File: src/source/vector_cfg_pkg.sv
`default_nettype none

package vector_cfg_pkg;

    // --------------------
    // Datapath sizes
    // --------------------
    localparam int VLEN      = 64;
    localparam int VLENB     = VLEN / 8;     // One byte per element
    localparam int NUM_VREGS = 32;

    typedef logic [4:0]       vreg_addr_t;
    typedef logic [VLEN-1:0]  vdata_t;
    typedef logic [VLENB-1:0] byte_en_t;

    // Result packet, also the write-back request
    typedef struct packed {
        vreg_addr_t vd;
        vdata_t     data;       // Full new value of vd
        byte_en_t   byte_en;    // Bytes actually written
        logic       illegal;
    } wb_t;

endpackage

`default_nettype wire

File: src/source/vector_regbank.sv
`timescale 1ns/1ps
`default_nettype none

module vector_regbank (
    input  logic                       clk,
    input  logic                       reset_n,

    input  vector_cfg_pkg::vreg_addr_t vs1_addr,
    input  vector_cfg_pkg::vreg_addr_t vs2_addr,
    input  vector_cfg_pkg::vreg_addr_t vs3_addr,

    input  vector_cfg_pkg::byte_en_t   enable,
    input  vector_cfg_pkg::vreg_addr_t vd_addr,
    input  vector_cfg_pkg::vdata_t     result,

    output vector_cfg_pkg::vdata_t     v0_mask,
    output vector_cfg_pkg::vdata_t     vs1_data,
    output vector_cfg_pkg::vdata_t     vs2_data,
    output vector_cfg_pkg::vdata_t     vs3_data
);

    vector_cfg_pkg::vdata_t [vector_cfg_pkg::NUM_VREGS-1:0] regs;

    // --------------------
    // Write port
    // --------------------
    always_ff @(posedge clk or negedge reset_n) begin
        if (!reset_n) begin
            regs <= '0;
        end else begin
            for (int b = 0; b < vector_cfg_pkg::VLENB; b++) begin
                if (enable[b]) begin
                    regs[vd_addr][8*b +: 8] <= result[8*b +: 8];   // Byte lane
                end
            end
        end
    end

    // --------------------
    // Read ports
    // --------------------
    assign vs1_data = regs[vs1_addr];
    assign vs2_data = regs[vs2_addr];
    assign vs3_data = regs[vs3_addr];

    // v0 lives in the array like any other register
    assign v0_mask  = regs[0];

    assert property (@(posedge clk) disable iff (!reset_n)
        !$isunknown(enable));

endmodule

`default_nettype wire

File: config.mk
export PLATFORM = sky130hd
export DESIGN_NAME = vector_regbank
export DESIGN_NICKNAME = d
export VERILOG_FILES = /design/src/source/vector_cfg_pkg.sv /design/src/source/vector_regbank.sv
export SDC_FILE = /design/constraint.sdc
export NUM_CORES = 2
export LEC_CHECK = 0
export BUFFER_PORTS_ARGS = -buffer_cell sky130_fd_sc_hd__buf_2
export CAP_MARGIN = 20
export CORE_MARGIN = 3
export CORE_UTILIZATION = 32
export CTS_BUF_LIST = sky130_fd_sc_hd__clkbuf_16
export CTS_CLUSTER_SIZE = 12
export DETAILED_ROUTE_END_ITERATION = 7
export PLACE_DENSITY_LB_ADDON = 0.05
export SYNTH_ARGS = -nofsm -noshare
export SYNTH_HDL_FRONTEND = slang
export SYNTH_SLANG_ARGS = --single-unit
File: constraint.sdc
create_clock -name clk -period 2.44 [get_ports clk]
set_input_delay 0.366 -clock clk [delete_from_list [all_inputs] [get_ports clk]]
set_output_delay 0.366 -clock clk [all_outputs]
set_load 0.01 [all_outputs]
* After elaboration in Yosys (flattened, before gate mapping)
Index checks and enable logic that the tools add are counted.
Operators by class: reduce and logical (&&, ||, !) cells 1, mux-type cells 38, magnitude comparators 5
Operators with widths (count):
- $bwmux W2048 | 8
- $mux W2048 | 8
- $demux W64 S5 | 8
- $bmux W64 S5 | 3
- $mux W64 | 4
- $mux W56 | 1
- $mux W48 | 1
- $mux W40 | 1
- $mux W32 | 1
- $lt A5 B6 Y1 const B | 4
- $mux W24 | 1
- $mux W16 | 1
- $mux W8 | 1
- $ge A5 B1 Y1 const B | 1
- $logic_and A1 B1 Y1 | 1
Word-level totals: bits in registers 2048, output and inout bits 256, input port bits 94

* Logic depth before layout (Yosys ltp)
depth after elaboration 20, gate-level depth with buffers 9, mapped depth without buffers 4

* Least setup slack after synthesis
OpenSTA, ideal clock, no wires.
path kind input port to output port, start input vs3_addr[0], end output vs3_data[16], cell stages on the path 6, arrival time 1.996 ns, setup slack 0.078 ns, data required time 2.074 ns, path through buf_2 -> buf_2 -> buf_2 -> mux4_2 -> a22oi_1 -> nand4_1
On the way: word-level cells in the longest chain between the ends 2
RTL lines:
- from (decl) | line vector_regbank.sv:10 | input vector_cfg_pkg::vreg_addr_t vs3_addr,
- $bmux W64 S5 | line vector_regbank.sv:44 | assign vs3_data = regs[vs3_addr];
- $mux W64 (not written as such) | line vector_regbank.sv:44
- to (decl) | line vector_regbank.sv:19 | output vector_cfg_pkg::vdata_t vs3_data
No other way between the ends. The select of a mux whose other input is x is not followed.

* Worst setup path after layout
start register regs[1497] (netlist name), end output vs1_data[25]
On the way: word-level cells in the longest chain between the ends 2
RTL lines:
- from (decl) | line vector_regbank.sv:22 | vector_cfg_pkg::vdata_t [vector_cfg_pkg::NUM_VREGS-1:0] regs;
- from (signal, indexed assignment) | line vector_regbank.sv:33 | regs[vd_addr][8*b +: 8] <= result[8*b +: 8];
- $bmux W64 S5 | line vector_regbank.sv:42 | assign vs1_data = regs[vs1_addr];
- $mux W64 (not written as such) | line vector_regbank.sv:42
- to (decl) | line vector_regbank.sv:17 | output vector_cfg_pkg::vdata_t vs1_data,
No other way between the ends. The select of a mux whose other input is x is not followed.

==> flow_summary.ini <==
[outcome]
status = finished with violations
violations = setup timing

[clock_tree]
clkLatencyLatePin_ns = 0.92
cts-root-buf = clkbuf_16
cts_tree = yes
numCtsBuffers = 276
clkTransAtPathRegs_ns = 0.06
clk_path_buf_depth = 4
htreeDepth = 5
clock-sinks = 2048

[route]
ant_nets = 0
viasPerCell = 6.281
wl_per_cell_microns = 43.62
drt_iter0_drc = 12030
totalWireLength_microns = 719700
first_pass_iters = 8
drc = 0
vias = 103600

[sta]
tightest_slew_ns = 1.102
timing.final.crit_share = 1.331
finalHoldViolCount = 0
clock.fmax_mhz = 307.8
rsz0062_at_grt = yes
fin_tns_setup_ns = -82.96
layout_setup_ws_ns = -0.8086
maxSlewViolCount = 0
setup_viol = 192
fin_crit_ns = 3.249
slew_headroom = 0.2656
finClkSkew_ns = 0

[setup_path]
cp-start-kind = register
critPathBufInv = 2
cp.required_ns = 2.07
crit_arrival_ns = 2.88
worstSetupEndpointType = primary output
slowest_delay_ns = 0.50
path_class = register to primary output
cpLargestDelayFamily = multiplexers
crit_chain = mux4_2, a22oi_2, nand4_1, buf_4, buf_6
cp_slowest_cell = mux4_2
critPathMaxFanout = 3

[logic_synthesis]
ys_types = 49
netlist_area_sq_mm = 0.1265
synthCells = 9380
synthFlopType = dfrtp_1
syn_area_per_cell_sq_um = 13.48
synth_top_area_frac = 0.4052
syn-num-nets = 9474
async_flop_share = 1.000
ys_warn_count = 0
synth.area.top_cells = dfrtp_1, mux2_2, mux4_2
synth_seq_area_share = 0.4052
synth-seq-cells = 2048
synth-edff-count = 0
yosys.area.top_type = dfrtp_1

[finish]
final_area_sq_mm = 0.1640
drive_above_1_share = 0.5587
syn2layout_area_growth_pct = 29.70
layout_commonest_cell = dfrtp_1
mostFrequentLayoutCells = dfrtp_1, mux2_2, buf_4, mux2i_1, mux4_2
nets = 11130

[global_route]
grt_pass1_vias = 104400
grt_usage = 0.3496
antenna_found_initial = 83
grt_max_degree = 129
grt_pass1_wl_microns = 958900
grt.overflow.total = 0

[placement]
gp_congestion = 0.9508
hpwl_microns = 512900
placed_cell_area_sq_mm = 0.1496
port_buffers = 349

[power]
vdd_drop_max_uv = 532.0
power_density_mw_per_mm2 = 757.6
leakagePower_nw = 73.24

[hold_path]
min_path_type = primary input to register

[job]
maxCapViolCount = 0

[floorplanning]
start_util = 0.3217
die_h_microns = 634.7
core_area_sq_mm = 0.3931
die_w_microns = 634.7
die_area_sq_mm = 0.4028
io_pins = 350
rows = 230
==> worst paths after layout <==
kind / startpoint / end / slack [ns] / cells past startpoint
max: regs[1497]$_DFFE_PN0P_ / vs1_data[25] / -0.81 / 5
min: result[49] / regs[1969]$_DFFE_PN0P_ / 0.07 / 2
max reg2reg: regs[531]$_DFFE_PN0P_ / regs[531]$_DFFE_PN0P_ / 1.28 / 4
min reg2reg: regs[713]$_DFFE_PN0P_ / regs[713]$_DFFE_PN0P_ / 0.54 / 1
max in group asynchronous: reset_n / regs[337]$_DFFE_PN0P_ / 1.16 / 3
min in group asynchronous: reset_n / regs[884]$_DFFE_PN0P_ / 0.29 / 3
==> cells by family after synthesis <==
family | Yosys count | share of synthesized area
compound gates | 1124 | 0.06484
buf+inv | 922 | 0.03409
flops | 2048 | 0.4052
mux | 4243 | 0.4468
simple gates | 1043 | 0.04911
==> synthesized netlist by cell type (7+ instances only) <==
library cell	count
a21oi_1	116
a221o_1	17
a22o_1	21
a22oi_1	850
a31oi_1	23
a32oi_1	22
and2_1	22
and3_1	9
buf_1	32
buf_2	347
buf_4	105
clkbuf_1	431
dfrtp_1	2048
mux2_1	25
mux2_2	1977
mux2_4	54
mux2i_1	1287
mux4_2	900
nand2_1	186
nand2_2	104
nand2_4	81
nand2b_1	18
nand3_1	310
nand4_1	160
nor2_1	42
nor2_2	16
nor2_8	15
nor2b_1	35
nor3_1	10
o22a_1	7
o22ai_1	42
o32ai_1	22
or2_2	11
==> cell type report <==
class                   instances  area (sq um)
fillers                     36740        229100
clock inverters               199          1640
diodes                         42         105.1
clock buffers                 284          7107
flip-flops and latches       2048         51300
multi-input cells            6410         73430
well taps                    5220          6531
inverters                       3         11.26
repair buffers               2293         23920
==> where the power goes <==
part           total (mW)  leakage, nW  switching, mW  internal, mW
Sequential           48.0         26.1           7.30          40.7
Clock                40.9         4.49           17.2          23.7
Combinational        35.4         42.6           16.4          19.0
Total                 124         73.2           40.9          83.4
==> metrics by stage <==
step	hold WS (ns)	power, mW	setup WS (ns)	instances	utilization
3_3_place_gp	0.5214	79.26	-0.8033	15620	0.3805
5_1_grt	0.05766	128.6	-0.8593	16470	0.4171
3_5_place_dp	0.5277	79.93	-0.7770	15620	0.3805
4_1_cts	0.005250	123.8	-0.8273	16400	0.4146
2_1_floorplan	0.07041	65.37	0.07807	9380	-
6_report	0.06538	124.3	-0.8086	16500	0.4173
==> routing by layer <==
metal / vias up / track usage / wire length, microns
li1: 40380 / - / -
met1: 56120 / 0.4649 / 297500
met2: 5629 / 0.5299 / 318400
met3: 1475 / 0.07460 / 57920
met4: 28 / 0.1931 / 45660
met5: - / 0 / 184
==> registers in the layout, indices dropped and copies added (netlist names) <==
signal,flops
v0_mask,64
regs,1984
==> timing repair <==
action,4_1_cts,5_1_grt
pin swaps,383,148
hold buffers,2,0
setup endpoints to repair,192,192
cloned,0,0
endpoints found under the hold margin,948,0
gates resized for setup,477,115
setup buffers,321,58
(Power assumes the default switching activity.)
