==> src/source/vector_cfg_pkg.sv <==
`default_nettype none

package vector_cfg_pkg;

    // --------------------
    // Datapath sizes
    // --------------------
    localparam int VLEN      = 64;
    localparam int VLENB     = VLEN / 8;     // One byte per element
    localparam int NUM_VREGS = 32;

    typedef logic [4:0]       vreg_addr_t;
    typedef logic [VLEN-1:0]  vdata_t;
    typedef logic [VLENB-1:0] byte_en_t;

    // Result packet, also the write-back request
    typedef struct packed {
        vreg_addr_t vd;
        vdata_t     data;       // Full new value of vd
        byte_en_t   byte_en;    // Bytes actually written
        logic       illegal;
    } wb_t;

endpackage

`default_nettype wire

==> src/source/vector_isa_pkg.sv <==
`default_nettype none

package vector_isa_pkg;

    // --------------------
    // Encoding constants
    // --------------------
    localparam logic [6:0] OPCODE_VEC = 7'b1010111;

    localparam logic [2:0] FUNCT3_OPIVV = 3'b000;
    localparam logic [2:0] FUNCT3_OPMVV = 3'b010;
    localparam logic [2:0] FUNCT3_OPIVI = 3'b011;

    localparam logic [5:0] FUNCT6_VADD  = 6'b000000;   // Also vadd.vi
    localparam logic [5:0] FUNCT6_VSUB  = 6'b000010;
    localparam logic [5:0] FUNCT6_VAND  = 6'b001001;
    localparam logic [5:0] FUNCT6_VOR   = 6'b001010;
    localparam logic [5:0] FUNCT6_VXOR  = 6'b001011;
    localparam logic [5:0] FUNCT6_VMV   = 6'b010111;   // vmv.v.v when vm is set
    localparam logic [5:0] FUNCT6_VMUL  = 6'b100101;   // OPMVV
    localparam logic [5:0] FUNCT6_VMACC = 6'b101101;   // OPMVV

    // Bits 19..15 are a register or an immediate, by category
    typedef union packed {
        vector_cfg_pkg::vreg_addr_t vs1;
        logic signed [4:0]          simm5;
    } src1_u;

    typedef struct packed {
        logic [5:0]                 funct6;
        logic                       vm;
        vector_cfg_pkg::vreg_addr_t vs2;
        src1_u                      src1;
        logic [2:0]                 funct3;
        vector_cfg_pkg::vreg_addr_t vd;
        logic [6:0]                 opcode;
    } instr_t;

    typedef enum logic [3:0] {
        ADD,
        SUB,
        AND,
        OR,
        XOR,
        MUL,
        MACC,
        MOVE,
        ILLEGAL
    } vop_e;

    // Decoded form, held in the decode register
    typedef struct packed {
        vop_e                       op;
        logic                       use_imm;
        logic [7:0]                 imm;        // simm5 sign-extended to a byte
        logic                       masked;     // Inverse of vm
        vector_cfg_pkg::vreg_addr_t vs1;
        vector_cfg_pkg::vreg_addr_t vs2;
        vector_cfg_pkg::vreg_addr_t vd;
    } dec_t;

endpackage

`default_nettype wire

==> src/source/vector_decode.sv <==
`timescale 1ns/1ps
`default_nettype none

module vector_decode (
    input  logic                       clk,
    input  logic                       reset_n,

    input  logic                       instr_valid,
    input  vector_isa_pkg::instr_t     instr,
    output logic                       instr_ready,

    input  logic                       pend_valid,
    input  vector_cfg_pkg::wb_t        pend,

    output logic                       dec_valid,
    output vector_isa_pkg::dec_t       dec,
    input  logic                       dec_ready,

    output vector_cfg_pkg::vreg_addr_t vs1_addr,
    output vector_cfg_pkg::vreg_addr_t vs2_addr,
    output vector_cfg_pkg::vreg_addr_t vs3_addr
);

    vector_isa_pkg::dec_t dec_n;
    vector_isa_pkg::dec_t dec_q;
    logic                 full;
    logic                 hazard;

    // --------------------
    // Instruction decode
    // --------------------
    always_comb begin
        dec_n         = '0;
        dec_n.op      = vector_isa_pkg::ILLEGAL;
        dec_n.masked  = ~instr.vm;
        dec_n.vs1     = instr.src1.vs1;
        dec_n.vs2     = instr.vs2;
        dec_n.vd      = instr.vd;
        dec_n.imm     = {{3{instr.src1.simm5[4]}}, instr.src1.simm5};

        if (instr.opcode == vector_isa_pkg::OPCODE_VEC) begin
            case (instr.funct3)
                vector_isa_pkg::FUNCT3_OPIVV: begin
                    case (instr.funct6)
                        vector_isa_pkg::FUNCT6_VADD: dec_n.op = vector_isa_pkg::ADD;
                        vector_isa_pkg::FUNCT6_VSUB: dec_n.op = vector_isa_pkg::SUB;
                        vector_isa_pkg::FUNCT6_VAND: dec_n.op = vector_isa_pkg::AND;
                        vector_isa_pkg::FUNCT6_VOR:  dec_n.op = vector_isa_pkg::OR;
                        vector_isa_pkg::FUNCT6_VXOR: dec_n.op = vector_isa_pkg::XOR;
                        vector_isa_pkg::FUNCT6_VMV: begin
                            if (instr.vm) dec_n.op = vector_isa_pkg::MOVE;  // vmerge unsupported
                        end
                        default: ;
                    endcase
                end
                vector_isa_pkg::FUNCT3_OPIVI: begin
                    if (instr.funct6 == vector_isa_pkg::FUNCT6_VADD) begin
                        dec_n.op      = vector_isa_pkg::ADD;
                        dec_n.use_imm = 1'b1;
                    end
                end
                vector_isa_pkg::FUNCT3_OPMVV: begin
                    case (instr.funct6)
                        vector_isa_pkg::FUNCT6_VMUL:  dec_n.op = vector_isa_pkg::MUL;
                        vector_isa_pkg::FUNCT6_VMACC: dec_n.op = vector_isa_pkg::MACC;
                        default: ;
                    endcase
                end
                default: ;
            endcase
        end
    end

    // --------------------
    // Hazard against the pending result
    // --------------------
    // An illegal result writes nothing, so it never blocks
    assign hazard = full && pend_valid && (|pend.byte_en) &&
                    ((pend.vd == dec_q.vs1) || (pend.vd == dec_q.vs2) ||
                     (pend.vd == dec_q.vd)  || (dec_q.masked && pend.vd == '0));

    assign dec_valid   = full & ~hazard;
    assign dec         = dec_q;
    assign instr_ready = ~full | (dec_valid & dec_ready);

    always_ff @(posedge clk or negedge reset_n) begin
        if (!reset_n) begin
            full <= 1'b0;
        end else if (instr_ready) begin
            full <= instr_valid;
        end
    end

    always_ff @(posedge clk) begin
        if (instr_valid && instr_ready) begin
            dec_q <= dec_n;
        end
    end

    // Read addresses come from the held entry
    assign vs1_addr = dec_q.vs1;
    assign vs2_addr = dec_q.vs2;
    assign vs3_addr = dec_q.vd;     // Old destination for merge and vmacc

    assert property (@(posedge clk) disable iff (!reset_n)
        dec_valid && !dec_ready |=> dec_valid && $stable(dec));

endmodule

`default_nettype wire

==> config.mk <==
export PLATFORM = sky130hd
export DESIGN_NAME = vector_decode
export DESIGN_NICKNAME = d
export VERILOG_FILES = /design/src/source/vector_cfg_pkg.sv /design/src/source/vector_isa_pkg.sv /design/src/source/vector_decode.sv
export SDC_FILE = /design/constraint.sdc
export NUM_CORES = 1
export LEC_CHECK = 0
export BUFFER_PORTS_ARGS = -buffer_cell sky130_fd_sc_hd__buf_2
export CAP_MARGIN = 10
export CORE_UTILIZATION = 29
export DETAILED_ROUTE_END_ITERATION = 16
export PLACE_DENSITY = 0.79
export SLEW_MARGIN = 15
export SYNTH_ARGS = -nofsm -noshare
export SYNTH_HDL_FRONTEND = slang
export SYNTH_SLANG_ARGS = --single-unit
==> constraint.sdc <==
create_clock -name clk -period 2.5 [get_ports clk]
set_input_delay 0.125 -clock clk [delete_from_list [all_inputs] [get_ports clk]]
set_output_delay 0.125 -clock clk [all_outputs]
set_load 0.03 [all_outputs]
======== Word level (Yosys, flattened, before mapping) ========
Index checks and enable logic that the tools add are counted.
storage, ports and cells
  input bits .............................. 115
  flip-flop bits (word level) ............. 27
operators by class
  mux-type cells .......................... 5
  reductions and logical operators ........ 13
  bitwise logic cells ..................... 6
  equal/unequal tests ..................... 13
operator list
  cell                                                                    count
  4-bit one-hot mux with 6 select lines                                   1
  6-bit by 4-bit equality test with 1-bit output (second input constant)  3
  5-bit equality test                                                     3
  6-bit equality test (second input constant)                             2
  4-bit one-hot mux with 3 select lines                                   1
  4-bit one-hot mux with 2 select lines                                   1
  8-bit OR reduction                                                      1
  7-bit equality test (second input constant)                             1
  3-bit by 2-bit equality test with 1-bit output (second input constant)  2
  6-bit by 2-bit equality test with 1-bit output (second input constant)  1
  6-bit by 5-bit equality test with 1-bit output (second input constant)  1
  6-bit zero test                                                         1
  1-bit logical AND                                                       5
  5-bit zero test                                                         1
  5-bit two-way mux                                                       1
  4-bit two-way mux                                                       1
  3-bit zero test                                                         1
  1-bit logical OR                                                        3
  1-bit NOT                                                               3
  1-bit bitwise AND                                                       2
  2-bit AND reduction                                                     1
  1-bit OR                                                                1

======== Longest topological paths before layout ========
Gate-level depths: netlist (run 1).
  depth after elaboration ................. 10
  gate-level depth with buffers ........... 6

======== Worst setup path before layout (run 1) ========
Ideal clock, no wire load.
  path type ............................... reg-to-reg
  start point ............................. register dec_q, in the netlist vs2_addr[1]
  end point ............................... register dec_q, in the netlist dec[15], enable pin
  stages on the path, launching flop included .. 6
  required time ........................... 2.099 ns
  library setup time ...................... 0.401 ns
  arrival ................................. 2.135 ns
  clock period less this slack ............ 2.536 ns
  path buffers ............................ 0
  slack ................................... -0.036 ns
  path through ............................ edfxtp_1 -> xor2_1 -> nor3_1 -> a22oi_1 -> a41oi_1 -> nor2b_1
between the ends
  longest elaborated chain between the ends .. 10
RTL lines
  element                         line                 source
  start: declaration              vector_decode.sv:25  vector_isa_pkg::dec_t dec_q;
  start signal: assignment        vector_decode.sv:96  dec_q <= dec_n;
  5-bit equality test             vector_decode.sv:79  ((pend.vd == dec_q.vs1) || (pend.vd == dec_q.vs2) ||
  1-bit logical OR (2 in series)  vector_decode.sv:79
  1-bit logical OR                vector_decode.sv:80  (pend.vd == dec_q.vd) || (dec_q.masked && pend.vd == '0));
  1-bit logical AND               vector_decode.sv:78  assign hazard = full && pend_valid && (|pend.byte_en) &&
  1-bit NOT                       vector_decode.sv:82  assign dec_valid = full & ~hazard;
  1-bit bitwise AND               vector_decode.sv:82
  1-bit bitwise AND               vector_decode.sv:84  assign instr_ready = ~full | (dec_valid & dec_ready);
  1-bit OR                        vector_decode.sv:84
  1-bit logical AND               vector_decode.sv:95  if (instr_valid && instr_ready) begin
No other way between the ends.
A chain may end at the register's enable or synchronous reset.

======== Worst setup path after layout (run 1) ========
  start point ............................. register dec_q, in the netlist vs2_addr[1]
  end point ............................... register dec_q, in the netlist vs1_addr[1], enable pin
The elaborated chain is that of the path after synthesis.

==> results of run 1 <==
per-layer routing:
layer,vias up,wire [um]
met4,0,35
met3,2,214
li1,552,-
met2,67,1541
met1,526,1166
met5,-,0
sequential cells by signal, summed over array words and instances, names as in the netlist:
register,flops
vs1_addr,5
dec,6
vs2_addr,5
vs3_addr,5
full,1
worst register-to-register path: stages (launching register included):
cell	delay (ns)
edfxtp_1	0.42
xor2_1	0.16
nor3_1	0.09
a22oi_1	0.22
a41oi_1	0.26
nor2b_4	0.57
final timing paths:
check / endpoint / slack [ns] / cells past startpoint
min reg2reg: full / 0.79 / 3
max: vs1_addr[1] / 0.42 / 5
min: vs3_addr[1] / 0.04 / 1
max in group asynchronous: full / 2.25 / 2
min in group asynchronous: full / 0.17 / 2
max reg2reg: vs1_addr[1] / 0.42 / 5
power by group:
part	switching [mW]	internal (mW)	leakage [nW]
Combinational	0.171	0.0872	0.545
Sequential	0.0174	0.432	0.212
Clock	0.111	0.113	0.0228
Total	0.299	0.633	0.780
cell type report:
class / count / area share [%]
well taps: 52 / 3.760
flip-flops and latches: 22 / 37.89
multi-input cells: 67 / 26.83
inverters: 4 / 0.8677
clock buffers: 4 / 2.603
repair buffers: 96 / 28.05
cells by family after synthesis:
kind of cell | synth area share [%]
buffers and inverters | 15.41
XOR/XNOR | 11.32
AND/OR/NAND/NOR | 16.17
flip-flops | 49.86
AO/OA/AOI/OAI | 7.231
repair_timing:
item,in CTS,in global routing
hold endpoints to repair,1,0
hold buffers,1,0
endpoints found under the setup margin,0,21
gates resized for setup,0,1
setup buffers,0,0
cell usage after synthesis, drive strengths merged:
cell	number
inv	4
or3	1
a211oi	1
or2	1
nor4	4
nand3	3
dfrtp	1
a21boi	1
and3	3
nand2	4
xnor2	2
a22oi	1
a21oi	2
nor3	7
nand4b	1
a31oi	2
o22ai	2
nand4bb	1
buf	24
and4b	1
nor2b	2
clkbuf	1
nor2	4
nor4b	1
o21ai	3
xor2	15
nand3b	3
edfxtp	21
a41oi	2
==> metrics.cfg, run 1 <==
[worst_setup_path]
crit_fanout = 21
path_class = flip-flop to flip-flop
path_cells = xor2_1, nor3_1, a22oi_1, a41oi_1, nor2b_4
cp.buffers_inverters = 0
crit_family = simple AND/OR/NAND/NOR gates
crit_required_ns = 2.40
critical_path.startpoint_type = flip-flop
cp-startpoint = vs2_addr[1]
crit_slowest_cell = nor2b_4
critical_path.endpoint_type = flip-flop
r2r_start = vs2_addr[1]
slowest_delay_ns = 0.57
arrival_ns = 1.98

[synth]
syn_area_sq_um = 1315
synth_top_cell_area_share_pct = 47.95
netlist_top_cells_area = edfxtp_1, buf_4, xor2_1, nor3_1, dfrtp_1
ys.warnings.count = 0
syn_inst = 118
synthesis.nets = 233
ys_seq_area_share_pct = 49.86
ys_seq_elements = 22
synth_top_cell_by_area = edfxtp_1
synth_cell_types = 33
syn_area_per_cell_sq_um = 11.14

[sta]
setup_viol = 0
worst_slew_pin_slew_ns = 0.6140
finalCritPeriodShare_pct = 83.19
slew_violations = 0
hold_slack_ns = 0.03541
fin_tns_setup_ns = 0
hold_viol = 0
relSlewSlack_pct = 58.98
skew_ns = 0.002655
fin_ws_ns = 0.4202
min_period_ns = 2.080
fmax_mhz = 480.8
rsz0062_at_grt = false

[placed_design]
placed_area_sq_um = 1670
placed_cells = 240
pre_cts_ws_ns = 0.08741
io_buffers = 95
finalWeightedCongestion = 0.6835
dp_hpwl_um = 2401

[routing]
vias_per_cell = 4.682
vias = 1147
drtIter0Drc = 42
finalWirelength_um = 2958
drc = 0
drt-wirelength-per-cell_um = 12.07
first_pass_iters = 4
ant_nets = 0

[global_route]
grt_use_met3_pct = 2.326
grt_pass1_vias = 1064
grt_start_max_net_pins = 22
gr-usage-all-layers_pct = 12.60
grt_use_met2_pct = 24.16
groute.layer.met1.usage_pct = 12.82
antenna_found_initial = 0
grt_pass1_wl_um = 4761
busiest_layer = met2
grt_overflow_total = 0

[floorplan]
placementRows = 24
ios = 161
die_h_um = 69.34
core-area_sq_um = 4354
start_util_pct = 30.20
dieWidth_um = 69.34
die_area_sq_um = 4808

[pwr]
finalPower_uw = 932.1
p_leak_nw = 0.7801
ir_worst_vdd_v = 0.0001742
power.density_nw_per_um2 = 538.7

[finish]
multi_input_area_sq_um = 464.2
final_cells = 245
stdcell_area_sq_um = 1730
final_nets = 309
final_common_cell = buf_2
final_util_pct = 39.74
fillers = 425
layout_common_cells = buf_2, edfxtp_1, xor2_1
register_area_sq_um = 655.6
insertedDiodeCount = 0
layout-drive-gt1-share_pct = 52.85
area_growth_pct = 31.59

[clock_tree]
cts_num_sinks = 22
cts_buffer_depth = 2
htreeDepth = 1
cts_tree = done
cts.clk_slew.worst_paths_ns = 0.08
clk_root_buffer_cell = clkbuf_8
cts_buffers = 3
insertion_delay_ns = 0.26

[run]
drv_cap = 0

[worst_hold_path]
hold_path.class = input pin to flip-flop
min_from = instr[8]

[status]
status = complete, no violations

(Power assumes the default switching activity.)
==> inputs of run 2 (changes only) <==
--- a/config.mk
+++ b/config.mk
@@ -7,9 +7,9 @@
 export LEC_CHECK = 0
 export BUFFER_PORTS_ARGS = -buffer_cell sky130_fd_sc_hd__buf_2
 export CAP_MARGIN = 10
-export CORE_UTILIZATION = 29
+export CORE_UTILIZATION = 33
 export DETAILED_ROUTE_END_ITERATION = 16
-export PLACE_DENSITY = 0.79
+export PLACE_DENSITY = 0.84
 export SLEW_MARGIN = 15
 export SYNTH_ARGS = -nofsm -noshare
 export SYNTH_HDL_FRONTEND = slang
==> constraint.sdc (replaced) <==
create_clock -name clk -period 2.1 [get_ports clk]
set_input_delay 0.105 -clock clk [delete_from_list [all_inputs] [get_ports clk]]
set_output_delay 0.105 -clock clk [all_outputs]
set_load 0.03 [all_outputs]
==> metrics.cfg, run 2 (synthesis gave the netlist of run 1 again) <==
[status]
status = complete, no violations

[pwr]
power.density_nw_per_um2 = 623.1  ; +16%
finalPower_mw = 1.152  ; +24%
ir_worst_vdd_v = 0.0002023  ; +16%
p_leak_nw = 0.8515  ; +9.1%

[worst_setup_path]
arrival_ns = 1.90  ; -0.08 ns
critical_path.startpoint_type = flip-flop
crit_required_ns = 2.00  ; -0.40 ns
path_class = flip-flop to primary output
crit_fanout = 3  ; -86%
critical_path.endpoint_type = primary output

[worst_hold_path]
hold_path.class = input pin to flip-flop

[placed_design]
finalWeightedCongestion = 0.7158  ; +4.7%
io_buffers = 95  ; unchanged
pre_cts_ws_ns = 0.009661  ; -0.07775 ns
dp_hpwl_um = 2746  ; +14%

[global_route]
grt_pass1_vias = 1128  ; +6.0%
gr-usage-all-layers_pct = 16.25  ; +3.7 points
grt_pass1_wl_um = 4926  ; +3.5%
grt_start_max_net_pins = 22  ; unchanged
grt_overflow_total = 0  ; unchanged
antenna_found_initial = 0  ; unchanged

[sta]
slew_violations = 0  ; unchanged
hold_viol = 0  ; unchanged
relSlewSlack_pct = 77.40  ; +18 points
rsz0062_at_grt = true
fmax_mhz = 499.5
worst_slew_pin_slew_ns = 0.3389  ; -0.2750 ns
finalCritPeriodShare_pct = 95.33
setup_viol = 0  ; unchanged
fin_ws_ns = 0.09797  ; -0.3222 ns
min_period_ns = 2.002
skew_ns = 0.002920  ; +0.0002650 ns

[clock_tree]
cts_num_sinks = 22  ; unchanged
insertion_delay_ns = 0.26  ; about the same
cts_buffers = 3  ; unchanged
htreeDepth = 1  ; unchanged
clk_root_buffer_cell = clkbuf_8
cts_buffer_depth = 2  ; unchanged
cts.clk_slew.worst_paths_ns = 0.08  ; about the same
cts_tree = done

[floorplan]
dieWidth_um = 65.13  ; -6.1%
die_area_sq_um = 4241  ; -12%
placementRows = 22  ; -8.3%
core-area_sq_um = 3744  ; -14%
die_h_um = 65.13  ; -6.1%
start_util_pct = 35.13  ; +4.9 points
ios = 161  ; unchanged

[finish]
insertedDiodeCount = 0  ; unchanged
fillers = 375  ; -12%
area_growth_pct = 40.63
layout_common_cells = buf_2, edfxtp_1, xor2_1
final_common_cell = buf_2
layout-drive-gt1-share_pct = 56.31  ; +3.5 points
largest_reg_flops = 6  ; unchanged
final_nets = 322  ; +4.2%

[routing]
drtIter0Drc = 30  ; -29%
drt-wirelength-per-cell_um = 13.81  ; +14%
vias_per_cell = 4.744  ; +1.3%
vias = 1205  ; +5.1%
ant_nets = 0  ; unchanged
drc = 0  ; unchanged
first_pass_iters = 4  ; unchanged
finalWirelength_um = 3509  ; +19%

[run]
drv_cap = 0  ; unchanged

==> run 2: changes by cell type in the layout (fill, tap and decap cells not counted), sizes merged <==
cell	delta
buf	+12
nor2b	+1
clkinv	+1
clkbuf	-1
==> run 2: path summary, 6_finish.rpt <==
path | start | to | slack (ns) | depth (start not counted)
hold reg to reg | full | full | 0.95 | 4
min in group asynchronous | reset_n | full | 0.14 | 2
setup reg to reg | vs2_addr[3] | dec[15] | 0.15 | 7
hold / removal | instr[9] | vs3_addr[2] | 0.01 | 1
max in group asynchronous | reset_n | full | 1.87 | 2
setup / recovery | vs2_addr[1] | instr_ready | 0.1 | 7
==> run 2: layer usage <==
metal	vias to the layer above	GRT usage, %	share of wire, %
li1	582	-	-
met1	554	15.36	34
met2	67	33.33	57
met3	2	3.646	8.4
met4	0	5.707	0.48
met5	-	0	0
==> run 2: report_power, final <==
part	switching, mW	leakage (nW)	internal (mW)
clock	0.137	0.0231	0.130
sequential	0.0172	0.212	0.514
combinational	0.223	0.616	0.131
==> run 2: critical path: stages (launching register included) <==
cell and delay [ns]:
edfxtp_1 0.41, xor2_1 0.16, nor3_1 0.22, a22oi_1 0.16
a41oi_2 0.31, buf_4 0.18, inv_1 0.03, buf_2 0.16
==> run 2: cell type report <==
class,instances,area (sq um),area share (%)
clock inverter,1,3.754,0.2030
clock buffer,3,41.29,2.233
timing repair buffer,108,588.1,31.80
sequential,22,655.6,35.45
inverter,4,15.01,0.8119
multi-input combinational,68,485.5,26.25
tap,48,60.06,3.248
==> run 2: repair_timing <==
action	CTS	global route
setup endpoints to repair	0	22
buffers inserted	0	2
hold endpoints to repair	1	0
gates resized for setup	0	2
hold buffers	1	0
==> run 2: through the flow <==
step / instances / utilization, % / setup TNS, ns / hold WS [ns] / instance area [sq um]
after floorplan: 118 / - / 0 / -0.1906 / 1323
after global placement: 246 / 46.62 / 0 / -0.1176 / 1745
after detailed placement: 246 / 46.62 / 0 / -0.1167 / 1745
after CTS: 251 / 48.09 / 0 / 0.008601 / 1800
after global routing: 254 / 49.40 / -0.01958 / 0.002644 / 1849
final: 254 / 49.40 / 0 / 0.01465 / 1849
