`src/source/vector_cfg_pkg.sv`:
```
`default_nettype none

package vector_cfg_pkg;

    // --------------------
    // Datapath sizes
    // --------------------
    localparam int VLEN      = 64;
    localparam int VLENB     = VLEN / 8;     // One byte per element
    localparam int NUM_VREGS = 32;

    typedef logic [4:0]       vreg_addr_t;
    typedef logic [VLEN-1:0]  vdata_t;
    typedef logic [VLENB-1:0] byte_en_t;

    // Result packet, also the write-back request
    typedef struct packed {
        vreg_addr_t vd;
        vdata_t     data;       // Full new value of vd
        byte_en_t   byte_en;    // Bytes actually written
        logic       illegal;
    } wb_t;

endpackage

`default_nettype wire

```
`src/source/vector_isa_pkg.sv`:
```
`default_nettype none

package vector_isa_pkg;

    // --------------------
    // Encoding constants
    // --------------------
    localparam logic [6:0] OPCODE_VEC = 7'b1010111;

    localparam logic [2:0] FUNCT3_OPIVV = 3'b000;
    localparam logic [2:0] FUNCT3_OPMVV = 3'b010;
    localparam logic [2:0] FUNCT3_OPIVI = 3'b011;

    localparam logic [5:0] FUNCT6_VADD  = 6'b000000;   // Also vadd.vi
    localparam logic [5:0] FUNCT6_VSUB  = 6'b000010;
    localparam logic [5:0] FUNCT6_VAND  = 6'b001001;
    localparam logic [5:0] FUNCT6_VOR   = 6'b001010;
    localparam logic [5:0] FUNCT6_VXOR  = 6'b001011;
    localparam logic [5:0] FUNCT6_VMV   = 6'b010111;   // vmv.v.v when vm is set
    localparam logic [5:0] FUNCT6_VMUL  = 6'b100101;   // OPMVV
    localparam logic [5:0] FUNCT6_VMACC = 6'b101101;   // OPMVV

    // Bits 19..15 are a register or an immediate, by category
    typedef union packed {
        vector_cfg_pkg::vreg_addr_t vs1;
        logic signed [4:0]          simm5;
    } src1_u;

    typedef struct packed {
        logic [5:0]                 funct6;
        logic                       vm;
        vector_cfg_pkg::vreg_addr_t vs2;
        src1_u                      src1;
        logic [2:0]                 funct3;
        vector_cfg_pkg::vreg_addr_t vd;
        logic [6:0]                 opcode;
    } instr_t;

    typedef enum logic [3:0] {
        ADD,
        SUB,
        AND,
        OR,
        XOR,
        MUL,
        MACC,
        MOVE,
        ILLEGAL
    } vop_e;

    // Decoded form, held in the decode register
    typedef struct packed {
        vop_e                       op;
        logic                       use_imm;
        logic [7:0]                 imm;        // simm5 sign-extended to a byte
        logic                       masked;     // Inverse of vm
        vector_cfg_pkg::vreg_addr_t vs1;
        vector_cfg_pkg::vreg_addr_t vs2;
        vector_cfg_pkg::vreg_addr_t vd;
    } dec_t;

endpackage

`default_nettype wire

```
`src/source/vector_execute.sv`:
```
`timescale 1ns/1ps
`default_nettype none

module vector_execute (
    input  logic                       clk,
    input  logic                       reset_n,

    input  logic                       dec_valid,
    input  vector_isa_pkg::dec_t       dec,
    output logic                       dec_ready,

    input  vector_cfg_pkg::vdata_t     v0_mask,
    input  vector_cfg_pkg::vdata_t     vs1_data,
    input  vector_cfg_pkg::vdata_t     vs2_data,
    input  vector_cfg_pkg::vdata_t     vs3_data,

    output logic                       res_valid,
    output vector_cfg_pkg::wb_t        res,
    input  logic                       res_ready,

    output logic                       pend_valid,
    output vector_cfg_pkg::wb_t        pend,

    output vector_cfg_pkg::byte_en_t   wr_en,
    output vector_cfg_pkg::vreg_addr_t wr_addr,
    output vector_cfg_pkg::vdata_t     wr_data
);

    vector_cfg_pkg::byte_en_t byte_en_n;
    vector_cfg_pkg::vdata_t   data_n;
    vector_cfg_pkg::wb_t      wb_n;
    vector_cfg_pkg::wb_t      res_q;
    logic                     full;

    // --------------------
    // Byte enables
    // --------------------
    always_comb begin
        if (dec.op == vector_isa_pkg::ILLEGAL) begin
            byte_en_n = '0;
        end else if (dec.masked) begin
            byte_en_n = v0_mask[vector_cfg_pkg::VLENB-1:0];   // One mask bit per element
        end else begin
            byte_en_n = '1;
        end
    end

    // --------------------
    // Lane arithmetic
    // --------------------
    always_comb begin
        logic [7:0] op1;
        logic [7:0] op2;
        logic [7:0] old;
        logic [7:0] lane;

        for (int i = 0; i < vector_cfg_pkg::VLENB; i++) begin
            op1 = dec.use_imm ? dec.imm : vs1_data[8*i +: 8];
            op2 = vs2_data[8*i +: 8];
            old = vs3_data[8*i +: 8];
            case (dec.op)
                vector_isa_pkg::ADD:  lane = op2 + op1;
                vector_isa_pkg::SUB:  lane = op2 - op1;
                vector_isa_pkg::AND:  lane = op2 & op1;
                vector_isa_pkg::OR:   lane = op2 | op1;
                vector_isa_pkg::XOR:  lane = op2 ^ op1;
                vector_isa_pkg::MUL:  lane = op2 * op1;         // Low byte of product
                vector_isa_pkg::MACC: lane = old + op2 * op1;
                vector_isa_pkg::MOVE: lane = op1;
                default:              lane = old;
            endcase
            // Disabled bytes carry the old contents
            data_n[8*i +: 8] = byte_en_n[i] ? lane : old;
        end
    end

    always_comb begin
        wb_n         = '0;
        wb_n.vd      = dec.vd;
        wb_n.data    = data_n;
        wb_n.byte_en = byte_en_n;
        wb_n.illegal = (dec.op == vector_isa_pkg::ILLEGAL);
    end

    // --------------------
    // Result register
    // --------------------
    assign dec_ready = ~full | res_ready;

    always_ff @(posedge clk or negedge reset_n) begin
        if (!reset_n) begin
            full <= 1'b0;
        end else if (dec_ready) begin
            full <= dec_valid;
        end
    end

    always_ff @(posedge clk) begin
        if (dec_valid && dec_ready) begin
            res_q <= wb_n;
        end
    end

    assign res_valid  = full;
    assign res        = res_q;
    assign pend_valid = full;
    assign pend       = res_q;

    // Bank write happens on the output handshake only
    assign wr_en   = (full && res_ready) ? res_q.byte_en : '0;
    assign wr_addr = res_q.vd;
    assign wr_data = res_q.data;

    assert property (@(posedge clk) disable iff (!reset_n)
        res_valid && !res_ready |=> res_valid && $stable(res));

    assert property (@(posedge clk) disable iff (!reset_n)
        res_valid && res.illegal |-> res.byte_en == '0);

endmodule

`default_nettype wire

```
`config.mk`:
```
export PLATFORM = sky130hd
export DESIGN_NAME = vector_execute
export DESIGN_NICKNAME = d
export VERILOG_FILES = /design/src/source/vector_cfg_pkg.sv /design/src/source/vector_isa_pkg.sv /design/src/source/vector_execute.sv
export SDC_FILE = /design/constraint.sdc
export NUM_CORES = 1
export LEC_CHECK = 0
export BUFFER_PORTS_ARGS = -buffer_cell sky130_fd_sc_hd__buf_2
export CORE_AREA = 5 5 301 303
export CTS_BUF_LIST = sky130_fd_sc_hd__clkbuf_4
export DETAILED_ROUTE_END_ITERATION = 10
export DIE_AREA = 0 0 306 308
export GPL_ROUTABILITY_DRIVEN = 0
export SYNTH_ARGS = -nofsm -noshare
export SYNTH_HDL_FRONTEND = slang
export SYNTH_SLANG_ARGS = --single-unit
```
`constraint.sdc`:
```
create_clock -name clk -period 3.4 [get_ports clk]
set_input_delay 0.34 -clock clk [delete_from_list [all_inputs] [get_ports clk]]
set_output_delay 0.34 -clock clk [all_outputs]
set_load 0.05 [all_outputs]
```
; ---- After elaboration in Yosys (flattened, before gate mapping)
; Index checks and enable logic that the tools add are counted.
[word_totals]
reg_bits = 79
in_bits = 289
output_inout_bits = 236
wordCells = 101
[classes]
addsub = 24
mul = 8
eq_ne = 8
muxes = 27
bitwise_logic = 26
n_reduce_logical = 3
[ops]
columns = op, n
row1 = case mux 8 bit (8 select lines), 8
row2 = 2-to-1 mux 8 bit, 19
row3 = adder 8 bit, 16
row4 = bitwise AND 8 bit, 8
row5 = multiplier 8 x 8 -> 8 bit, 8
row6 = OR 8 bit, 8
row7 = subtractor 8 bit, 8
row8 = bitwise XOR 8 bit, 8
row9 = "equality test 4 x 3 -> 1 bit, second input constant", 4
row10 = "equality test 4 x 2 -> 1 bit, second input constant", 2
row11 = "equality test 4 x 1 -> 1 bit, second input constant", 1
row12 = "equality test 4 bit, second input constant", 1
row13 = logical NOT 4 bit, 1
row14 = logical AND 1 bit, 2
row15 = inverter 1 bit, 1
row16 = OR 1 bit, 1

; ---- Longest topological paths before layout
; Gate-level depths: netlist (run 1).
[depth]
ltp_word = 5
depth_mapped = 23
mapped_depth_nobuf = 20

; ---- Worst setup path before layout (run 1)
; OpenSTA, ideal clock, no wires.
[synth_path]
path_kind = input-to-reg
from = input dec[24] (netlist name)
to = register res_q (netlist bit wr_data[31]), data pin
setup_ns = 0.158
arrival_ns = 5.553
required_ns = 3.242
path_slack_ns = -2.311
path_stages = 23
n_path_buf = 4
path_cell_list = buf_6 -> buf_12 -> buf_12 -> buf_4 -> mux2i_2 -> inv_1 -> ha_1 -> fa_1 -> inv_1 -> fa_1 -> inv_1 -> ha_1 -> inv_1 -> fa_1 -> inv_1 -> ha_1 -> a21o_1 -> a21oi_1 -> xor3_1 -> xnor3_1 -> xor3_1 -> or4_1 -> o211ai_1
[synth_between]
elab_chain_len = 5
word_cells_on_any_way = 10
cone_classes = add/sub: 3 / mul: 1 / mux: 3 / bitwise: 3
[synth_rtl]
columns = item, line
row1 = from (decl), vector_execute.sv:9  ; input vector_isa_pkg::dec_t dec,
row2 = 2-to-1 mux 8 bit (*), vector_execute.sv:58  ; op1 = dec.use_imm ? dec.imm : vs1_data[8*i +: 8];
row3 = multiplier 8 x 8 -> 8 bit, "vector_execute.sv:67, vector_execute.sv:68"
row4 = adder 8 bit, vector_execute.sv:68  ; vector_isa_pkg::MACC: lane = old + op2 * op1;
row5 = case mux 8 bit (8 select lines) (*), vector_execute.sv:61  ; case (dec.op)
row6 = 2-to-1 mux 8 bit (*), vector_execute.sv:73  ; data_n[8*i +: 8] = byte_en_n[i] ? lane : old;
row7 = net data_n[31], vector_execute.sv:30  ; vector_cfg_pkg::vdata_t data_n;
row8 = to (signal assigned), vector_execute.sv:100  ; res_q <= wb_n;
row9 = to (decl), vector_execute.sv:32  ; vector_cfg_pkg::wb_t res_q;
; The timed path passes the listed nets; every way through them passes the cells marked *.
; A chain may end at the register's enable or synchronous reset.

; ---- Final worst setup path (run 1)
[layout_path]
from = input dec[24] (netlist name)
to = register res_q (netlist bit wr_data[23]), data pin
; Same word-level chain as after synthesis.

==> results of run 1 <==
-- layout make-up --
class | instances | area [um^2]
antenna | 26 | 65.1
clock buffer | 10 | 75.1
clock inverter | 5 | 108
fill | 8846 | 55200
inverter | 361 | 1370
multi-input combinational | 1977 | 19100
sequential | 79 | 2370
tap | 1165 | 1460
timing repair buffer | 1135 | 7990
-- per-stage QoR --
stage,cells,TNS [ns]
2_1_floorplan,2650,-36.52
3_3_place_gp,4614,-53.81
3_5_place_dp,4614,-56.01
4_1_cts,4701,-12.26
5_1_grt,4740,-16.30
6_report,4758,-13.97
-- how the worst max path moves through the flow --
stage / startpoint / end / slack [ns] / cells past startpoint
floorplan: dec[24] / wr_data[7] / -1.48 / 19
global placement: dec[24] / wr_data[23] / -1.60 / 17
detailed placement: dec[24] / wr_data[23] / -1.67 / 17
CTS: dec[24] / wr_data[55] / -0.67 / 17
global route: dec[24] / wr_data[23] / -0.80 / 19
finish: dec[24] / wr_data[23] / -0.77 / 17
-- where the power goes --
part | internal (W) | total (W) | switching (W)
Sequential | 0.00118 | 0.00124 | 0.0000556
Combinational | 0.00571 | 0.0115 | 0.00577
Clock | 0.000377 | 0.000889 | 0.000512
Total | 0.00727 | 0.0136 | 0.00634
-- flip-flops by register name (all words and copies together) (netlist names) --
signal,cells
pend,9
wr_data,64
wr_addr,5
pend_valid,1
-- timing repair --
item                                    4_1_cts  5_1_grt
hold buffers                                 20        0
setup buffers                                50       37
pin swaps                                    66      100
cloned                                        2        0
hold endpoints to repair                     19        0
endpoints found under the setup margin       38       38
gates resized for setup                     252      208
-- synthesized netlist by cell type (14+ instances only) --
cell      number
inv_1        349
clkbuf_1      64
fa_1         112
a31oi_1       21
a22oi_1       32
o22ai_1       47
nor2b_1       43
ha_1         376
nor2_1       305
nand2_1      172
xnor2_1      201
o32a_1        14
a21oi_2       16
a222oi_1      14
nand2b_1      21
buf_4        149
a221oi_1      30
o21ai_0      111
mux2i_1       16
edfxtp_1      78
nor3_1        41
xor2_1        25
a21oi_1      136
a21o_1        31
-- cells by family after synthesis --
| group | Yosys count | synth area share, % |
|---|---|---|
| and+or+nand+nor | 663 | 13.6 |
| buffers and inverters | 594 | 13.2 |
| AOI/OAI and AO/OA | 545 | 16.7 |
| adders and majority gates | 488 | 32.1 |
| xor gates and xnor gates | 250 | 11.6 |
| DFF | 79 | 10.9 |
| muxes | 31 | 1.81 |
-- routing by layer --
metal  track usage (%)  up-vias  part of all wire, %
met5                 0        -                 0.14
met3              5.11      168                  9.0
met4              5.93       20                  3.1
met1              26.5    11200                   42
met2              33.8      961                   46
li1                  -    10800                    -
-- worst max-delay path, stage by stage --
cell	delay [ns]
buf_16	0.12
and2_4	0.27
a21oi_2	0.07
inv_2	0.08
nand2_1	0.08
fa_2	0.39
fa_1	0.48
inv_1	0.06
fa_1	0.46
fa_1	0.57
ha_4	0.24
a21oi_2	0.15
xnor3_1	0.24
xnor3_1	0.25
xor3_1	0.24
or4_1	0.51
o211ai_1	0.11
==> summary.txt, run 1 <==
First-pass GRT wire length -> 145000 um
Syn_nets -> 3427
Flop and latch count out of synthesis -> 79
Layout cells sized above 1 -> 44.1%
Initial Util -> 24.7%
Area growth syn-to-layout -> 50.2%
Synth warn -> 0
Critical R2R Capture -> wr_data[39]
Dpl hpwl -> 81600 um
Commonest non-fill, non-tap cell in the layout -> buf_4
TritonCTS Sinks -> 79
Fmax -> 0.240 GHz
Synth Flop Type -> edfxtp_1
Worst r2r src -> pend_valid
Total of max-cap violations -> 0
Worst Path Class, Setup -> input pin to flop
Required @ worst endpoint -> 3.91 ns
Number of synthesized flops with an enable pin -> 78
Vias in the first global route -> 23.1k
Crit Path Max Fanout -> 7
Min Clock Period, post-route -> 4.17 ns
Leak -> 15.3 nW
Sequential area share after synthesis -> 10.9%
Final Max Slew Viols -> 0
Most frequent cells in the layout -> buf_4 (573), buf_2 (455), inv_1 (278), ha_1 (278), nor2_1 (277)
FF-to-FF path depth -> 3
Unrepaired setup endpoints after global routing -> true
Max Root-Sink Buffers -> 2
Setup Skew -> 0.0513 ns
CTS root buffer -> clkbuf_4
Layout Utilization -> 37.0%
Mapped Cells -> 2650
Worst Path Arrival -> 4.67 ns
IO Count -> 525
Hold Crit Class -> input pin to flop
CTS tree -> built
Status -> finished, violations left
GRT Residual Overflow -> 0
Worst Hold Depth -> 2
Tot GR Track Use -> 20.4%
Synth top area share -> 21.8%
Setup crit end kind -> flop
# H-tree levels -> 3
Initial antenna violation count -> 37
Pin count of the biggest net entering global routing -> 46
# DRC -> 0
Row count -> 109
Die height -> 308 um
Synth cell types -> 70
DRT iter0 DRCs -> 1595
Detailed-route wire length per cell -> 21.4 um
Worst Tran Pin Value -> 1.35 ns
Fin crit share -> 123%
Max VDD drop -> 0.331 mV
Failing checks -> negative setup slack
Nets -> 4340
Clock Latency Late Sink -> 0.67 ns
Post-Syn Area per Cell -> 8.16 um^2
DP Area -> 29000 um^2
Relative slew slack -> 9.64%
Power per Cell Area -> 419 nW/um^2
Post-Layout Inst Area -> 32500 um^2
Design Power -> 0.0136 W
Final setup viols -> 32
WL final -> 102000 um
Worst Hold End -> wr_data[19]
CP Launch Type -> input pin
DP Worst Slack -> -1.67 ns
Routed via count -> 23.1k
CORE AREA -> 87700 um^2
Flop2flop setup slack -> 1.45 ns
WHS -> 0.0573 ns
Hold Fails Final Rpt -> 0
Largest area contributor in the netlist -> ha_1
Ys async rst share -> 1.27%
Die Area -> 94200 um^2
Antenna Nets Post-Route -> 0
Top post-synthesis cells by area -> ha_1 (22%), edfxtp_1 (11%), fa_1 (10%)
HP Start -> vs3_data[19]
Routed vias/inst -> 4.85
Syn Std Cell Area -> 21600 um^2
# port buffers -> 458
Clock-pin slew on the worst setup and hold paths -> 0.20 ns
Final worst setup slack -> -0.765 ns
CTS Buf Count -> 9
Die W -> 306 um
Drt pass-1 iters -> 7
Note: power is estimated with default switching activity, not from simulation.
==> run 2: changes to the inputs <==
Settings changed: SETUP_SLACK_MARGIN set to 0.5, SKIP_CTS_REPAIR_TIMING set to 1.
==> run 2 against run 1 <==
The flow still finishes with violations (negative setup slack). Final cell count shrank 0.86%. Die area is the same. Clock skew shrank 0.013 ns. Critical endpoint is now wr_data[31].
==> summary.txt, run 2 (synthesis gave the netlist of run 1 again) <==
Relative slew slack -> 28.9% (+19 points)
Initial Util -> 24.7% (unchanged)
Vias in the first global route -> 22.5k (-2.9%)
Worst Path Arrival -> 4.69 ns (+0.02 ns)
Total of max-cap violations -> 0 (unchanged)
Failing checks -> negative setup slack
TritonCTS Sinks -> 79 (unchanged)
Clock-pin slew on the worst setup and hold paths -> 0.21 ns (about the same)
GRT Residual Overflow -> 0 (unchanged)
Die W -> 306 um (unchanged)
Final worst setup slack -> -0.768 ns (-0.00267 ns)
# port buffers -> 458 (unchanged)
First-pass GRT wire length -> 143000 um (-1.2%)
Tot GR Track Use -> 20.2% (-0.24 points)
Crit Path Max Fanout -> 6 (-1)
Hold Crit Class -> input pin to flop
Status -> finished, violations left
Leak -> 15.1 nW (-1.6%)
DP Worst Slack -> -1.75 ns (-0.0780 ns)
Dpl hpwl -> 82900 um (+1.6%)
# DRC -> 0 (unchanged)
Clock Latency Late Sink -> 0.67 ns (about the same)
Min Clock Period, post-route -> 4.17 ns (+0.00267 ns)
Die Area -> 94200 um^2 (unchanged)
Worst Tran Pin Value -> 1.06 ns (-0.287 ns)
Required @ worst endpoint -> 3.92 ns (about the same)
Worst r2r src -> pend_valid
Setup Skew -> 0.0385 ns (-0.0129 ns)
Max reg flops -> 64 (unchanged)
Routed vias/inst -> 4.84 (-0.17%)
Power per Cell Area -> 419 nW/um^2 (about the same)
Post-Layout Inst Area -> 32700 um^2 (+0.65%)
Pin count of the biggest net entering global routing -> 47 (+2.2%)
Max Root-Sink Buffers -> 2 (unchanged)
Crit path from -> dec[24]
CTS root buffer -> clkbuf_4
Row count -> 109 (unchanged)
Drt pass-1 iters -> 7 (unchanged)
Antenna Nets Post-Route -> 0 (unchanged)
Fmax -> 0.240 GHz (about the same)
Final Max Slew Viols -> 0 (unchanged)
CTS Buf Count -> 9 (unchanged)
Commonest non-fill, non-tap cell in the layout -> buf_4
Fin crit share -> 123% (about the same)
CORE AREA -> 87700 um^2 (unchanged)
Initial antenna violation count -> 41 (+11%)
Most frequent cells in the layout -> buf_4 (534), buf_2 (454), nor2_1 (271)
Setup crit end kind -> flop
Design Power -> 0.0137 W (+0.69%)
Layout cells sized above 1 -> 45.4% (+1.2 points)
Die height -> 308 um (unchanged)
Unrepaired setup endpoints after global routing -> true
Max VDD drop -> 0.254 mV (-23%)
CP Launch Type -> input pin
Hold Fails Final Rpt -> 0 (unchanged)
DRT iter0 DRCs -> 1554 (-2.6%)
Nets -> 4297 (-0.99%)
WL final -> 103000 um (+0.91%)
Area growth syn-to-layout -> 51.2%
Worst Path Class, Setup -> input pin to flop
Routed via count -> 22.8k (-1.0%)
HP Start -> vs3_data[4]
Fillcell total -> 8845 (-0.011%)
Final setup viols -> 32 (unchanged)
Layout Utilization -> 37.3% (+0.24 points)
Detailed-route wire length per cell -> 21.8 um (+1.8%)
# H-tree levels -> 3 (unchanged)
IO Count -> 525 (unchanged)
DP Area -> 29300 um^2 (+0.80%)
CTS tree -> built
-- run 2: cell types whose count changed in the layout (fill, tap and decap cells not counted), moves of 5 or more --
cell           previous run  this run
nor2_2                   19        27
buf_4                   573       534
ha_1                    278       244
nand2_1                 157       162
inv_2                    77        90
inv_1                   278       263
ha_2                     13         8
buf_6                    61        68
nor2_1                  277       271
ha_4                     85       124
dlygate4sd3_1            20         8
-- run 2: path summary, 6_finish.rpt --
| check | endpoint | slack [ns] | cells past startpoint |
|---|---|---|---|
| max | wr_data[31] | -0.77 | 18 |
| min | wr_data[4] | 0.009 | 2 |
| max reg2reg | wr_data[53] | 1.49 | 3 |
| min reg2reg | pend_valid | 0.74 | 2 |
| max in group asynchronous | pend_valid | 2.79 | 3 |
| min in group asynchronous | pend_valid | 0.52 | 3 |
-- run 2: cell type report --
type,instances,area [um^2],area share [%]
Multi-Input combinational cell,1977,19600,60.0
Clock buffer,9,67.6,0.207
Inverter,361,1380,4.23
Clock inverter,7,72.6,0.222
Timing Repair Buffer,1092,7680,23.5
Antenna cell,27,67.6,0.207
Sequential cell,79,2370,7.24
Tap cell,1165,1460,4.46
-- run 2: stage by stage --
stage	hold WS [ns]	instances	setup TNS [ns]
finish	0.00940	4717	-14.08
CTS	-0.646	4597	-22.14
detailed placement	0.117	4581	-53.97
global placement	0.116	4581	-51.64
global route	-0.00890	4699	-16.42
floorplan	0.0444	2650	-36.49
-- run 2: worst max-delay path, cell delays in order --
cell,delay (ns)
clkbuf_16,0.15
and2_4,0.28
buf_6,0.15
a21oi_4,0.04
inv_2,0.09
nand2_2,0.06
fa_2,0.38
fa_1,0.49
inv_1,0.05
fa_1,0.46
fa_1,0.55
ha_4,0.22
a21oi_2,0.13
xor3_1,0.24
xnor3_1,0.27
xor3_1,0.26
or4_1,0.40
o211ai_1,0.10
-- run 2: per-layer routing --
layer	vias up	part of all wire (%)	GRT usage (%)
li1	10700	-	-
met1	11000	41	25.4
met2	926	46	33.6
met3	215	8.8	5.75
met4	28	3.6	6.53
met5	-	0.19	0
-- run 2: power breakdown --
| part | switching, W | internal, W | leakage [nW] |
|---|---|---|---|
| Combinational | 0.00585 | 0.00586 | 14.3 |
| Sequential | 0.0000654 | 0.00118 | 0.751 |
| Clock | 0.000569 | 0.000173 | 0.0743 |
| Total | 0.00648 | 0.00722 | 15.1 |
